**src/source/tile_pkg.sv**
```systemverilog
package tile_pkg;

  //////////////////////////////////////////////////////////////////////
  // widths and sizes
  //////////////////////////////////////////////////////////////////////

  localparam int DATA_W     = 32;
  localparam int REG_COUNT  = 8;
  localparam int REG_AW     = $clog2(REG_COUNT);
  localparam int IMEM_DEPTH = 64;
  localparam int PC_W       = $clog2(IMEM_DEPTH);
  localparam int SRC_W      = 4;
  localparam int OP_W       = 6;
  // longest nop repeat that fits the src1 field
  localparam int NOP_MAX    = 15;

  typedef logic [DATA_W-1:0]                 data_t;
  typedef logic [REG_AW-1:0]                 reg_addr_t;
  typedef logic [PC_W-1:0]                   pc_t;
  typedef logic [SRC_W-1:0]                  src_sel_t;
  typedef logic [$clog2(NOP_MAX+1)-1:0]      nop_cnt_t;

  // codes 0..7 pick a register, this one the west neighbour
  localparam src_sel_t SRC_WEST = 4'd12;

  //////////////////////////////////////////////////////////////////////
  // instruction set
  //////////////////////////////////////////////////////////////////////

  typedef enum logic [OP_W-1:0] {
    OP_NOP  = 6'h00,
    OP_ADD  = 6'h01,
    OP_SUB  = 6'h02,
    OP_AND  = 6'h03,
    OP_OR   = 6'h04,
    OP_XOR  = 6'h05,
    OP_SLL  = 6'h06,
    OP_SRL  = 6'h08,
    OP_LD   = 6'h07,
    OP_ST   = 6'h09,
    OP_SLT  = 6'h0A,
    OP_MOV  = 6'h0B,
    OP_BRC  = 6'h13,
    OP_JMP  = 6'h14,
    OP_EXIT = 6'h1F
  } op_e;

  // opcode in the low bits, jump target split over src0/src1
  typedef struct packed {
    logic [3:0] spare;
    src_sel_t   src1;
    src_sel_t   src0;
    reg_addr_t  dst;
    op_e        opcode;
  } inst_t;

  //////////////////////////////////////////////////////////////////////
  // port bundles
  //////////////////////////////////////////////////////////////////////

  typedef struct packed {
    logic  valid;
    pc_t   addr;
    inst_t inst;
  } prog_wr_t;

  typedef struct packed {
    logic  we;
    data_t addr;
    data_t wdata;
  } mem_req_t;

  typedef struct packed {
    logic  valid;
    logic  we;
    data_t addr;
    data_t wdata;
  } mem_op_t;

  typedef struct packed {
    logic  valid;
    data_t data;
  } ld_ret_t;

  typedef struct packed {
    data_t ins_count;
    data_t cycle_count;
    data_t stall_count;
  } perf_t;

endpackage
```
**src/source/tile_top.sv**
```systemverilog
module tile_top (
  input  logic                Clk,
  input  logic                Reset,
  input  tile_pkg::prog_wr_t  prog_wr_i,
  input  logic                start_i,
  input  tile_pkg::data_t     west_i,
  input  logic                mem_gnt_i,
  input  tile_pkg::data_t     mem_rdata_i,
  output tile_pkg::mem_req_t  mem_req_o,
  output logic                mem_valid_o,
  output tile_pkg::data_t     result_o,
  output logic                cond_o,
  output logic                done_o,
  output logic                running_o,
  output tile_pkg::perf_t     perf_o
);

  tile_pkg::prog_wr_t  imem_wr;
  tile_pkg::pc_t       pc;
  tile_pkg::inst_t     imem_inst;
  tile_pkg::inst_t     fetch_inst;
  logic                fetch_valid;
  logic                issue;
  logic                mem_stall;
  logic                exit_seen;
  tile_pkg::reg_addr_t raddr0;
  tile_pkg::reg_addr_t raddr1;
  tile_pkg::reg_addr_t waddr;
  logic                rf_we;
  tile_pkg::data_t     rf_wdata;
  tile_pkg::data_t     rdata0;
  tile_pkg::data_t     rdata1;
  tile_pkg::mem_op_t   mem_op;
  tile_pkg::ld_ret_t   ld_ret;

  //////////////////////////////////////////////////////////////////////
  // control and program store
  //////////////////////////////////////////////////////////////////////

  tile_config u_tile_config (
    .Clk         (Clk),
    .Reset       (Reset),
    .prog_wr_i   (prog_wr_i),
    .start_i     (start_i),
    .exit_i      (exit_seen),
    .issue_i     (issue),
    .mem_stall_i (mem_stall),
    .mem_valid_i (mem_valid_o),
    .mem_gnt_i   (mem_gnt_i),
    .imem_wr_o   (imem_wr),
    .run_o       (running_o),
    .done_o      (done_o),
    .perf_o      (perf_o)
  );

  inst_mem u_inst_mem (
    .Clk    (Clk),
    .wr_i   (imem_wr),
    .pc_i   (pc),
    .inst_o (imem_inst)
  );

  // fetch sits one instruction ahead of execute
  inst_fetch u_inst_fetch (
    .Clk           (Clk),
    .Reset         (Reset),
    .run_i         (running_o),
    .inst_i        (imem_inst),
    .cond_i        (cond_o),
    .stall_i       (mem_stall),
    .pc_o          (pc),
    .fetch_o       (fetch_inst),
    .fetch_valid_o (fetch_valid),
    .issue_o       (issue)
  );

  //////////////////////////////////////////////////////////////////////
  // datapath
  //////////////////////////////////////////////////////////////////////

  regfile u_regfile (
    .Clk      (Clk),
    .Reset    (Reset),
    .raddr0_i (raddr0),
    .raddr1_i (raddr1),
    .waddr_i  (waddr),
    .we_i     (rf_we),
    .wdata_i  (rf_wdata),
    .rdata0_o (rdata0),
    .rdata1_o (rdata1)
  );

  exec_stage u_exec_stage (
    .Clk      (Clk),
    .Reset    (Reset),
    .inst_i   (fetch_inst),
    .valid_i  (fetch_valid),
    .west_i   (west_i),
    .rdata0_i (rdata0),
    .rdata1_i (rdata1),
    .ld_ret_i (ld_ret),
    .stall_i  (mem_stall),
    .raddr0_o (raddr0),
    .raddr1_o (raddr1),
    .waddr_o  (waddr),
    .we_o     (rf_we),
    .wdata_o  (rf_wdata),
    .mem_op_o (mem_op),
    .result_o (result_o),
    .cond_o   (cond_o),
    .exit_o   (exit_seen)
  );

  // single outstanding request toward memory
  ldst_unit u_ldst_unit (
    .Clk         (Clk),
    .Reset       (Reset),
    .op_i        (mem_op),
    .mem_gnt_i   (mem_gnt_i),
    .mem_rdata_i (mem_rdata_i),
    .mem_req_o   (mem_req_o),
    .mem_valid_o (mem_valid_o),
    .stall_o     (mem_stall),
    .ld_ret_o    (ld_ret)
  );

endmodule

```
**src/source/ldst_unit.sv**
```systemverilog
module ldst_unit (
  input  logic                Clk,
  input  logic                Reset,
  input  tile_pkg::mem_op_t   op_i,
  input  logic                mem_gnt_i,
  input  tile_pkg::data_t     mem_rdata_i,
  output tile_pkg::mem_req_t  mem_req_o,
  output logic                mem_valid_o,
  output logic                stall_o,
  output tile_pkg::ld_ret_t   ld_ret_o
);

  logic               valid_q;
  logic               launch;
  logic               granted;
  tile_pkg::mem_req_t req_q;

  // new request only from idle
  assign launch  = !valid_q && op_i.valid;
  assign granted = valid_q && mem_gnt_i;

  //////////////////////////////////////////////////////////////////////
  // request handshake
  //////////////////////////////////////////////////////////////////////

  always_ff @(posedge Clk or negedge Reset) begin
    if (!Reset) begin
      valid_q <= 1'b0;
    end else if (valid_q) begin
      // drop on the grant edge
      if (mem_gnt_i) begin
        valid_q <= 1'b0;
      end
    end else if (op_i.valid) begin
      valid_q <= 1'b1;
    end
  end

  // held steady until granted
  always_ff @(posedge Clk) begin
    if (launch) begin
      req_q <= '{we: op_i.we, addr: op_i.addr, wdata: op_i.wdata};
    end
  end

  // hold fetch and execute until the grant cycle
  assign stall_o = op_i.valid && !granted;

  // load data taken straight from the bus in the grant cycle
  assign ld_ret_o = '{valid: granted && !req_q.we, data: mem_rdata_i};

  assign mem_req_o   = req_q;
  assign mem_valid_o = valid_q;

endmodule

```
**src/source/exec_stage.sv**
```systemverilog
module exec_stage (
  input  logic                 Clk,
  input  logic                 Reset,
  input  tile_pkg::inst_t      inst_i,
  input  logic                 valid_i,
  input  tile_pkg::data_t      west_i,
  input  tile_pkg::data_t      rdata0_i,
  input  tile_pkg::data_t      rdata1_i,
  input  tile_pkg::ld_ret_t    ld_ret_i,
  input  logic                 stall_i,
  output tile_pkg::reg_addr_t  raddr0_o,
  output tile_pkg::reg_addr_t  raddr1_o,
  output tile_pkg::reg_addr_t  waddr_o,
  output logic                 we_o,
  output tile_pkg::data_t      wdata_o,
  output tile_pkg::mem_op_t    mem_op_o,
  output tile_pkg::data_t      result_o,
  output logic                 cond_o,
  output logic                 exit_o
);

  tile_pkg::data_t op0;
  tile_pkg::data_t op1;
  tile_pkg::data_t alu_res;
  tile_pkg::data_t result_q;
  logic            cond_q;
  logic            lt;
  logic            is_alu;
  logic            is_ld;
  logic            is_st;
  logic            retire;

  // register, west input, or zero for any other code
  function automatic tile_pkg::data_t pick_src(tile_pkg::src_sel_t sel,
                                               tile_pkg::data_t rf,
                                               tile_pkg::data_t west);
    tile_pkg::data_t val;
    val = '0;
    if (sel < tile_pkg::src_sel_t'(tile_pkg::REG_COUNT)) begin
      val = rf;
    end else if (sel == tile_pkg::SRC_WEST) begin
      val = west;
    end
    return val;
  endfunction

  //////////////////////////////////////////////////////////////////////
  // decode and operands
  //////////////////////////////////////////////////////////////////////

  assign raddr0_o = tile_pkg::reg_addr_t'(inst_i.src0);
  assign raddr1_o = tile_pkg::reg_addr_t'(inst_i.src1);
  assign waddr_o  = inst_i.dst;

  assign op0 = pick_src(inst_i.src0, rdata0_i, west_i);
  assign op1 = pick_src(inst_i.src1, rdata1_i, west_i);

  assign is_ld  = (inst_i.opcode == tile_pkg::OP_LD);
  assign is_st  = (inst_i.opcode == tile_pkg::OP_ST);
  assign is_alu = inst_i.opcode inside {tile_pkg::OP_ADD, tile_pkg::OP_SUB, tile_pkg::OP_AND,
                                        tile_pkg::OP_OR, tile_pkg::OP_XOR, tile_pkg::OP_SLL,
                                        tile_pkg::OP_SRL, tile_pkg::OP_SLT, tile_pkg::OP_MOV};

  // instruction finishes this cycle
  assign retire = valid_i && !stall_i;

  //////////////////////////////////////////////////////////////////////
  // alu
  //////////////////////////////////////////////////////////////////////

  assign lt = $signed(op0) < $signed(op1);

  always_comb begin
    case (inst_i.opcode)
      tile_pkg::OP_ADD: alu_res = op0 + op1;
      tile_pkg::OP_SUB: alu_res = op0 - op1;
      tile_pkg::OP_AND: alu_res = op0 & op1;
      tile_pkg::OP_OR:  alu_res = op0 | op1;
      tile_pkg::OP_XOR: alu_res = op0 ^ op1;
      tile_pkg::OP_SLL: alu_res = op0 << op1[$clog2(tile_pkg::DATA_W)-1:0];
      tile_pkg::OP_SRL: alu_res = op0 >> op1[$clog2(tile_pkg::DATA_W)-1:0];
      tile_pkg::OP_SLT: alu_res = tile_pkg::data_t'(lt);
      tile_pkg::OP_MOV: alu_res = op0;
      default:          alu_res = '0;
    endcase
  end

  // loads write back only with the returned word
  assign we_o    = retire && (is_alu || (is_ld && ld_ret_i.valid));
  assign wdata_o = is_ld ? ld_ret_i.data : alu_res;

  // address from src1, store data from src0
  assign mem_op_o = '{
    valid: valid_i && (is_ld || is_st),
    we:    is_st,
    addr:  op1,
    wdata: op0
  };

  assign exit_o = valid_i && (inst_i.opcode == tile_pkg::OP_EXIT);

  // result and flag, flag touched by slt only
  always_ff @(posedge Clk or negedge Reset) begin
    if (!Reset) begin
      result_q <= '0;
      cond_q   <= 1'b0;
    end else begin
      if (we_o) begin
        result_q <= wdata_o;
      end
      if (retire && inst_i.opcode == tile_pkg::OP_SLT) begin
        cond_q <= lt;
      end
    end
  end

  assign result_o = result_q;
  assign cond_o   = cond_q;

endmodule

```
**src/source/regfile.sv**
```systemverilog
module regfile (
  input  logic                 Clk,
  input  logic                 Reset,
  input  tile_pkg::reg_addr_t  raddr0_i,
  input  tile_pkg::reg_addr_t  raddr1_i,
  input  tile_pkg::reg_addr_t  waddr_i,
  input  logic                 we_i,
  input  tile_pkg::data_t      wdata_i,
  output tile_pkg::data_t      rdata0_o,
  output tile_pkg::data_t      rdata1_o
);

  tile_pkg::data_t regs_q [tile_pkg::REG_COUNT];

  // single write port
  always_ff @(posedge Clk or negedge Reset) begin
    if (!Reset) begin
      for (int i = 0; i < tile_pkg::REG_COUNT; i++) begin
        regs_q[i] <= '0;
      end
    end else if (we_i) begin
      regs_q[waddr_i] <= wdata_i;
    end
  end

  // two async read ports
  assign rdata0_o = regs_q[raddr0_i];
  assign rdata1_o = regs_q[raddr1_i];

endmodule

```
**src/source/inst_fetch.sv**
```systemverilog
module inst_fetch (
  input  logic               Clk,
  input  logic               Reset,
  input  logic               run_i,
  input  tile_pkg::inst_t    inst_i,
  input  logic               cond_i,
  input  logic               stall_i,
  output tile_pkg::pc_t      pc_o,
  output tile_pkg::inst_t    fetch_o,
  output logic               fetch_valid_o,
  output logic               issue_o
);

  tile_pkg::pc_t      pc_q;
  tile_pkg::pc_t      pc_next;
  tile_pkg::pc_t      target;
  tile_pkg::inst_t    fetch_q;
  tile_pkg::nop_cnt_t nop_cnt_q;
  logic               valid_q;
  logic               halted_q;
  logic               fetch_en;
  logic               nop_load;

  // target high bits come from src0
  assign target = tile_pkg::pc_t'({inst_i.src0, inst_i.src1});

  // no fetch during stall, nop hold or after exit
  assign fetch_en = run_i && !stall_i && !halted_q && (nop_cnt_q == '0);

  // nop of count n takes n cycles in all
  assign nop_load = (inst_i.opcode == tile_pkg::OP_NOP) && (inst_i.src1 > 4'd1);

  //////////////////////////////////////////////////////////////////////
  // next pc
  //////////////////////////////////////////////////////////////////////

  always_comb begin
    pc_next = pc_q + 1'b1;
    if (inst_i.opcode == tile_pkg::OP_JMP) begin
      pc_next = target;
    end else if (inst_i.opcode == tile_pkg::OP_BRC && cond_i) begin
      // flag as registered by execute
      pc_next = target;
    end
  end

  //////////////////////////////////////////////////////////////////////
  // pc, valid bit, nop counter
  //////////////////////////////////////////////////////////////////////

  always_ff @(posedge Clk or negedge Reset) begin
    if (!Reset) begin
      pc_q      <= '0;
      valid_q   <= 1'b0;
      halted_q  <= 1'b0;
      nop_cnt_q <= '0;
    end else if (!run_i) begin
      // idle tile restarts from address 0
      pc_q      <= '0;
      valid_q   <= 1'b0;
      halted_q  <= 1'b0;
      nop_cnt_q <= '0;
    end else if (!stall_i) begin
      // bubble into execute when nothing fetched
      valid_q <= fetch_en;
      if (fetch_en) begin
        pc_q     <= pc_next;
        halted_q <= (inst_i.opcode == tile_pkg::OP_EXIT);
        if (nop_load) begin
          nop_cnt_q <= tile_pkg::nop_cnt_t'(inst_i.src1 - 1'b1);
        end
      end else if (nop_cnt_q != '0) begin
        nop_cnt_q <= nop_cnt_q - 1'b1;
      end
    end
  end

  // fetch register payload
  always_ff @(posedge Clk) begin
    if (fetch_en) begin
      fetch_q <= inst_i;
    end
  end

  // one pulse per instruction leaving execute, exit excluded
  assign issue_o = valid_q && !stall_i && (fetch_q.opcode != tile_pkg::OP_EXIT);

  assign pc_o          = pc_q;
  assign fetch_o       = fetch_q;
  assign fetch_valid_o = valid_q;

endmodule

```
**src/source/inst_mem.sv**
```systemverilog
module inst_mem (
  input  logic                Clk,
  input  tile_pkg::prog_wr_t  wr_i,
  input  tile_pkg::pc_t       pc_i,
  output tile_pkg::inst_t     inst_o
);

  // program store, one instruction per pc
  tile_pkg::inst_t mem_q [tile_pkg::IMEM_DEPTH];

  // load port from the config block
  always_ff @(posedge Clk) begin
    if (wr_i.valid) begin
      mem_q[wr_i.addr] <= wr_i.inst;
    end
  end

  // fetch reads without a clock
  assign inst_o = mem_q[pc_i];

endmodule

```
**src/source/tile_config.sv**
```systemverilog
module tile_config (
  input  logic                Clk,
  input  logic                Reset,
  input  tile_pkg::prog_wr_t  prog_wr_i,
  input  logic                start_i,
  input  logic                exit_i,
  input  logic                issue_i,
  input  logic                mem_stall_i,
  input  logic                mem_valid_i,
  input  logic                mem_gnt_i,
  output tile_pkg::prog_wr_t  imem_wr_o,
  output logic                run_o,
  output logic                done_o,
  output tile_pkg::perf_t     perf_o
);

  logic            run_q;
  logic            done_q;
  logic            start_ok;
  logic            stall_pend;
  tile_pkg::perf_t perf_q;

  // start only counts while idle
  assign start_ok = start_i && !run_q;

  // request out and not yet granted
  assign stall_pend = mem_valid_i && !mem_gnt_i && mem_stall_i;

  // program writes blocked while running
  assign imem_wr_o = '{
    valid: prog_wr_i.valid && !run_q,
    addr:  prog_wr_i.addr,
    inst:  prog_wr_i.inst
  };

  //////////////////////////////////////////////////////////////////////
  // run flag and done pulse
  //////////////////////////////////////////////////////////////////////

  always_ff @(posedge Clk or negedge Reset) begin
    if (!Reset) begin
      run_q  <= 1'b0;
      done_q <= 1'b0;
    end else begin
      // one cycle, on the edge exit leaves execute
      done_q <= run_q && exit_i;
      if (start_ok) begin
        run_q <= 1'b1;
      end else if (exit_i) begin
        run_q <= 1'b0;
      end
    end
  end

  //////////////////////////////////////////////////////////////////////
  // performance counters
  //////////////////////////////////////////////////////////////////////

  always_ff @(posedge Clk or negedge Reset) begin
    if (!Reset) begin
      perf_q <= '0;
    end else if (start_ok) begin
      // fresh run, fresh numbers
      perf_q <= '0;
    end else if (run_q) begin
      perf_q.cycle_count <= perf_q.cycle_count + 1'b1;
      if (issue_i) begin
        perf_q.ins_count <= perf_q.ins_count + 1'b1;
      end
      if (stall_pend) begin
        perf_q.stall_count <= perf_q.stall_count + 1'b1;
      end
    end
  end

  assign run_o  = run_q;
  assign done_o = done_q;
  assign perf_o = perf_q;

endmodule

```
**config.mk**
```make
export PLATFORM = sky130hd
export DESIGN_NAME = tile_top
export DESIGN_NICKNAME = d
export VERILOG_FILES = /design/src/source/tile_pkg.sv /design/src/source/tile_top.sv /design/src/source/ldst_unit.sv /design/src/source/exec_stage.sv /design/src/source/regfile.sv /design/src/source/inst_fetch.sv /design/src/source/inst_mem.sv /design/src/source/tile_config.sv
export SDC_FILE = /design/constraint.sdc
export NUM_CORES = 2
export LEC_CHECK = 0
export ABC_CLOCK_PERIOD_IN_PS = 5950
export BUFFER_PORTS_ARGS = -buffer_cell sky130_fd_sc_hd__buf_4
export CORE_AREA = 3 3 375 377
export CTS_BUF_LIST = sky130_fd_sc_hd__clkbuf_4 sky130_fd_sc_hd__clkbuf_8
export DETAILED_ROUTE_END_ITERATION = 8
export DIE_AREA = 0 0 378 380
export PLACE_DENSITY = 0.9
export SYNTH_ARGS = -nofsm -noshare
export SYNTH_HDL_FRONTEND = slang
export SYNTH_HIERARCHICAL = 1
export SYNTH_SLANG_ARGS = --single-unit
```
**constraint.sdc**
```tcl
create_clock -name Clk -period 5.95 [get_ports Clk]
set_input_delay 0.2975 -clock Clk [delete_from_list [all_inputs] [get_ports Clk]]
set_output_delay 0.2975 -clock Clk [all_outputs]
set_load 0.005 [all_outputs]
```
==> out/results.tsv <==
metric	value	unit
status	completed	
r2r_start	u_inst_fetch/fetch_o[9]	
yosysWarnings	6	
hold_depth	7	
clockBufferDepth	3	
comb_power_share	25.4	%
cpPeakStageDelay	610	ps
fin_crit	5650	ps
crit_required	6770	ps
swShare	31.7	%
fp.dieArea	144000	um^2
die_w	378	um
finalSetupTns	0	ps
grt_pass1_vias	50800	
seqPwrFrac	42.5	%
p_per_area	346	nW/um^2
grt_max_degree	171	
min_to	u_exec_stage/result_o[23]	
hpwl	157000	um
crit_family	compound AO/OA/AOI/OAI gates	
r2r_slack	300	ps
seq_area	45200	um^2
pin_count	293	
switching_power	9440	uW
peakVddDrop	0.000334	V
tightest_slew	1420	ps
drt_iter0_markers	7133	
path_class	register to register	
antenna_found_initial	14	
fmax	177	MHz
start_kind	register	
cts_tree	done	
avgSynthCellArea	15.3	um^2
avgRoutedWirePerCell	32.6	um
crit_chain	buf_4 > buf_4 > mux4_1 > mux2_2 > inv_1 > o22ai_1 > ha_1 > nor2b_1 > a2111oi_0 > buf_4 > nand2_1 > a221oi_1 > a21oi_1 > a21o_1 > a31oi_1 > o2bb2ai_1 > nand3_1 > mux2_2	
multi_input_area	27600	um^2
areaGrowthSynthToFinish	14.1	%
finClkSkew	145	ps
core_region_area	137000	um^2
clk_pin_slew_worst_paths	60	ps
min_period_over_period	95.0	%
path_buf_inv	4	
crit_top_cell	buf_4	
num-fill-cells	9341	
ant_nets	0	
crit_slowest_cell	mux4_1	
synthCells	4945	
p_leak	0.0329	uW
syn_area	75500	um^2
slew_headroom	5.36	%
p_int	20300	uW
finalHoldViolCount	0	
syn_nets	5148	
hold_path_class	primary input to register	
clock-sinks	1570	
worst_slack	298	ps
htree_levels	4	
numPortBuffers	288	
cts_buffers	237	
max_cap_viol_count	0	
vias	51076	
post-cts-setup-buffer-count	0	
final_common_cell	edfxtp_1	
vias_per_cell	6.85	
routed_wl	243000	um
setup_viol	0	
arrival	6470	ps
drive_gt1_share	30.7	%
fp-row-count	136	
grt_setup_unrepaired	false	
clock_power_share	32.1	%
insertion_delay	1000	ps
firstDrtPassIters	8	
gp_congestion	1.02	
maxSlewViolCount	0	
place_ws	252	ps
grt_pass1_wl	351000	um
crit_cells	18	
initial_core_util	54.9	%
grt_overflow	0	
root_buffer	clkbuf_8	
crit_path_end_kind	register	
crit_path_max_fanout	12	
drc	0	
r2r_end	u_regfile/regs_q[125]	
ff2ff_path_depth	18	
final_cell_mix	edfxtp_1 (1170), buf_4 (565), dfrtp_1 (395)	
grt_util_all_layers	33.3	%
worstHoldStart	mem_rdata_i[23]	
nNetsFinal	5647	
die_h	380	um
-- power groups by stage --
| stage | Combinational, uW | Sequential (uW) | Clock, uW |
|---|---|---|---|
| finish | 7550 | 12600 | 9560 |
| global placement | 6850 | 12800 | 0 |
| CTS | 7350 | 12600 | 9610 |
| floorplan | 4940 | 12400 | 0 |
| detailed placement | 7200 | 12800 | 0 |
| global route | 7790 | 12700 | 10100 |
-- layout make-up --
cell class / count / area share, %
Clock inverter: 121 / 1.34
Tap cell: 1794 / 2.61
Antenna cell: 13 / 0.0378
Clock buffer: 323 / 4.65
Sequential cell: 1570 / 52.5
Multi-Input combinational cell: 2813 / 32.1
Inverter: 179 / 0.796
Timing Repair Buffer: 643 / 6.03
-- worst reg2reg max path, stage by stage, from the launching register on --
cell       delay (ps)
edfxtp_1          490
buf_4             260
buf_4             290
mux4_1            620
mux2_2            290
inv_1              60
o22ai_1            90
ha_1              430
nor2b_1            70
a2111oi_0         500
buf_4             200
nand2_1            80
a221oi_1          570
a21oi_1           270
a21o_1            340
a31oi_1           190
o2bb2ai_1         150
nand3_1           310
mux2_2            390
-- what timing repair did --
action                                  CTS  global route
resized for setup                         0             0
endpoints found under the hold margin  1357             0
hold buffers                             62             0
-- sequential cells by signal, indices dropped and copies added, names as in the netlist --
register	flops
u_ldst_unit/mem_valid_o	1
u_inst_fetch/nop_cnt_q	4
u_inst_fetch/fetch_valid_o	1
u_inst_fetch/halted_q	1
u_exec_stage/cond_o	1
u_tile_config/run_o	1
u_inst_mem/mem_q	1088
u_tile_config/perf_o	96
u_regfile/regs_q	256
u_inst_fetch/fetch_o	17
u_tile_config/done_o	1
u_inst_fetch/pc_o	6
u_exec_stage/result_o	32
u_ldst_unit/mem_req_o	65
-- worst max path at each step --
| stage | from | to | slack [ps] |
|---|---|---|---|
| 5_1_grt | u_inst_fetch/fetch_o[9] | u_regfile/regs_q[221] | 100 |
| 3_3_place_gp | u_inst_fetch/fetch_o[9] | u_regfile/regs_q[221] | 440 |
| 2_1_floorplan | u_inst_fetch/fetch_o[13] | u_regfile/regs_q[122] | 530 |
| 4_1_cts | u_inst_fetch/fetch_o[9] | u_regfile/regs_q[125] | 310 |
| 3_5_place_dp | u_inst_fetch/fetch_o[9] | u_regfile/regs_q[125] | 250 |
| 6_report | u_inst_fetch/fetch_o[9] | u_regfile/regs_q[125] | 300 |
-- stage by stage --
step           instance area [um^2]  cells  power, uW  utilization (%)  hold WS [ps]
2_1_floorplan                 75500   4945      17400                -          1.91
3_3_place_gp                  80300   6937      19700             58.4           322
3_5_place_dp                  80300   6937      20000             58.4           335
4_1_cts                       86100   7443      29600             62.6          5.03
5_1_grt                       86100   7449      30600             62.6          92.8
6_report                      86100   7456      29800             62.6           127
-- metal layers --
layer	wire length [um]	up-vias	global-route usage, %
met5	14	-	0
met4	15000	2	16.9
met3	24600	832	6.51
met2	119000	4040	54.8
met1	84100	25621	42.4
li1	-	20581	-
(Power assumes the default switching activity.)
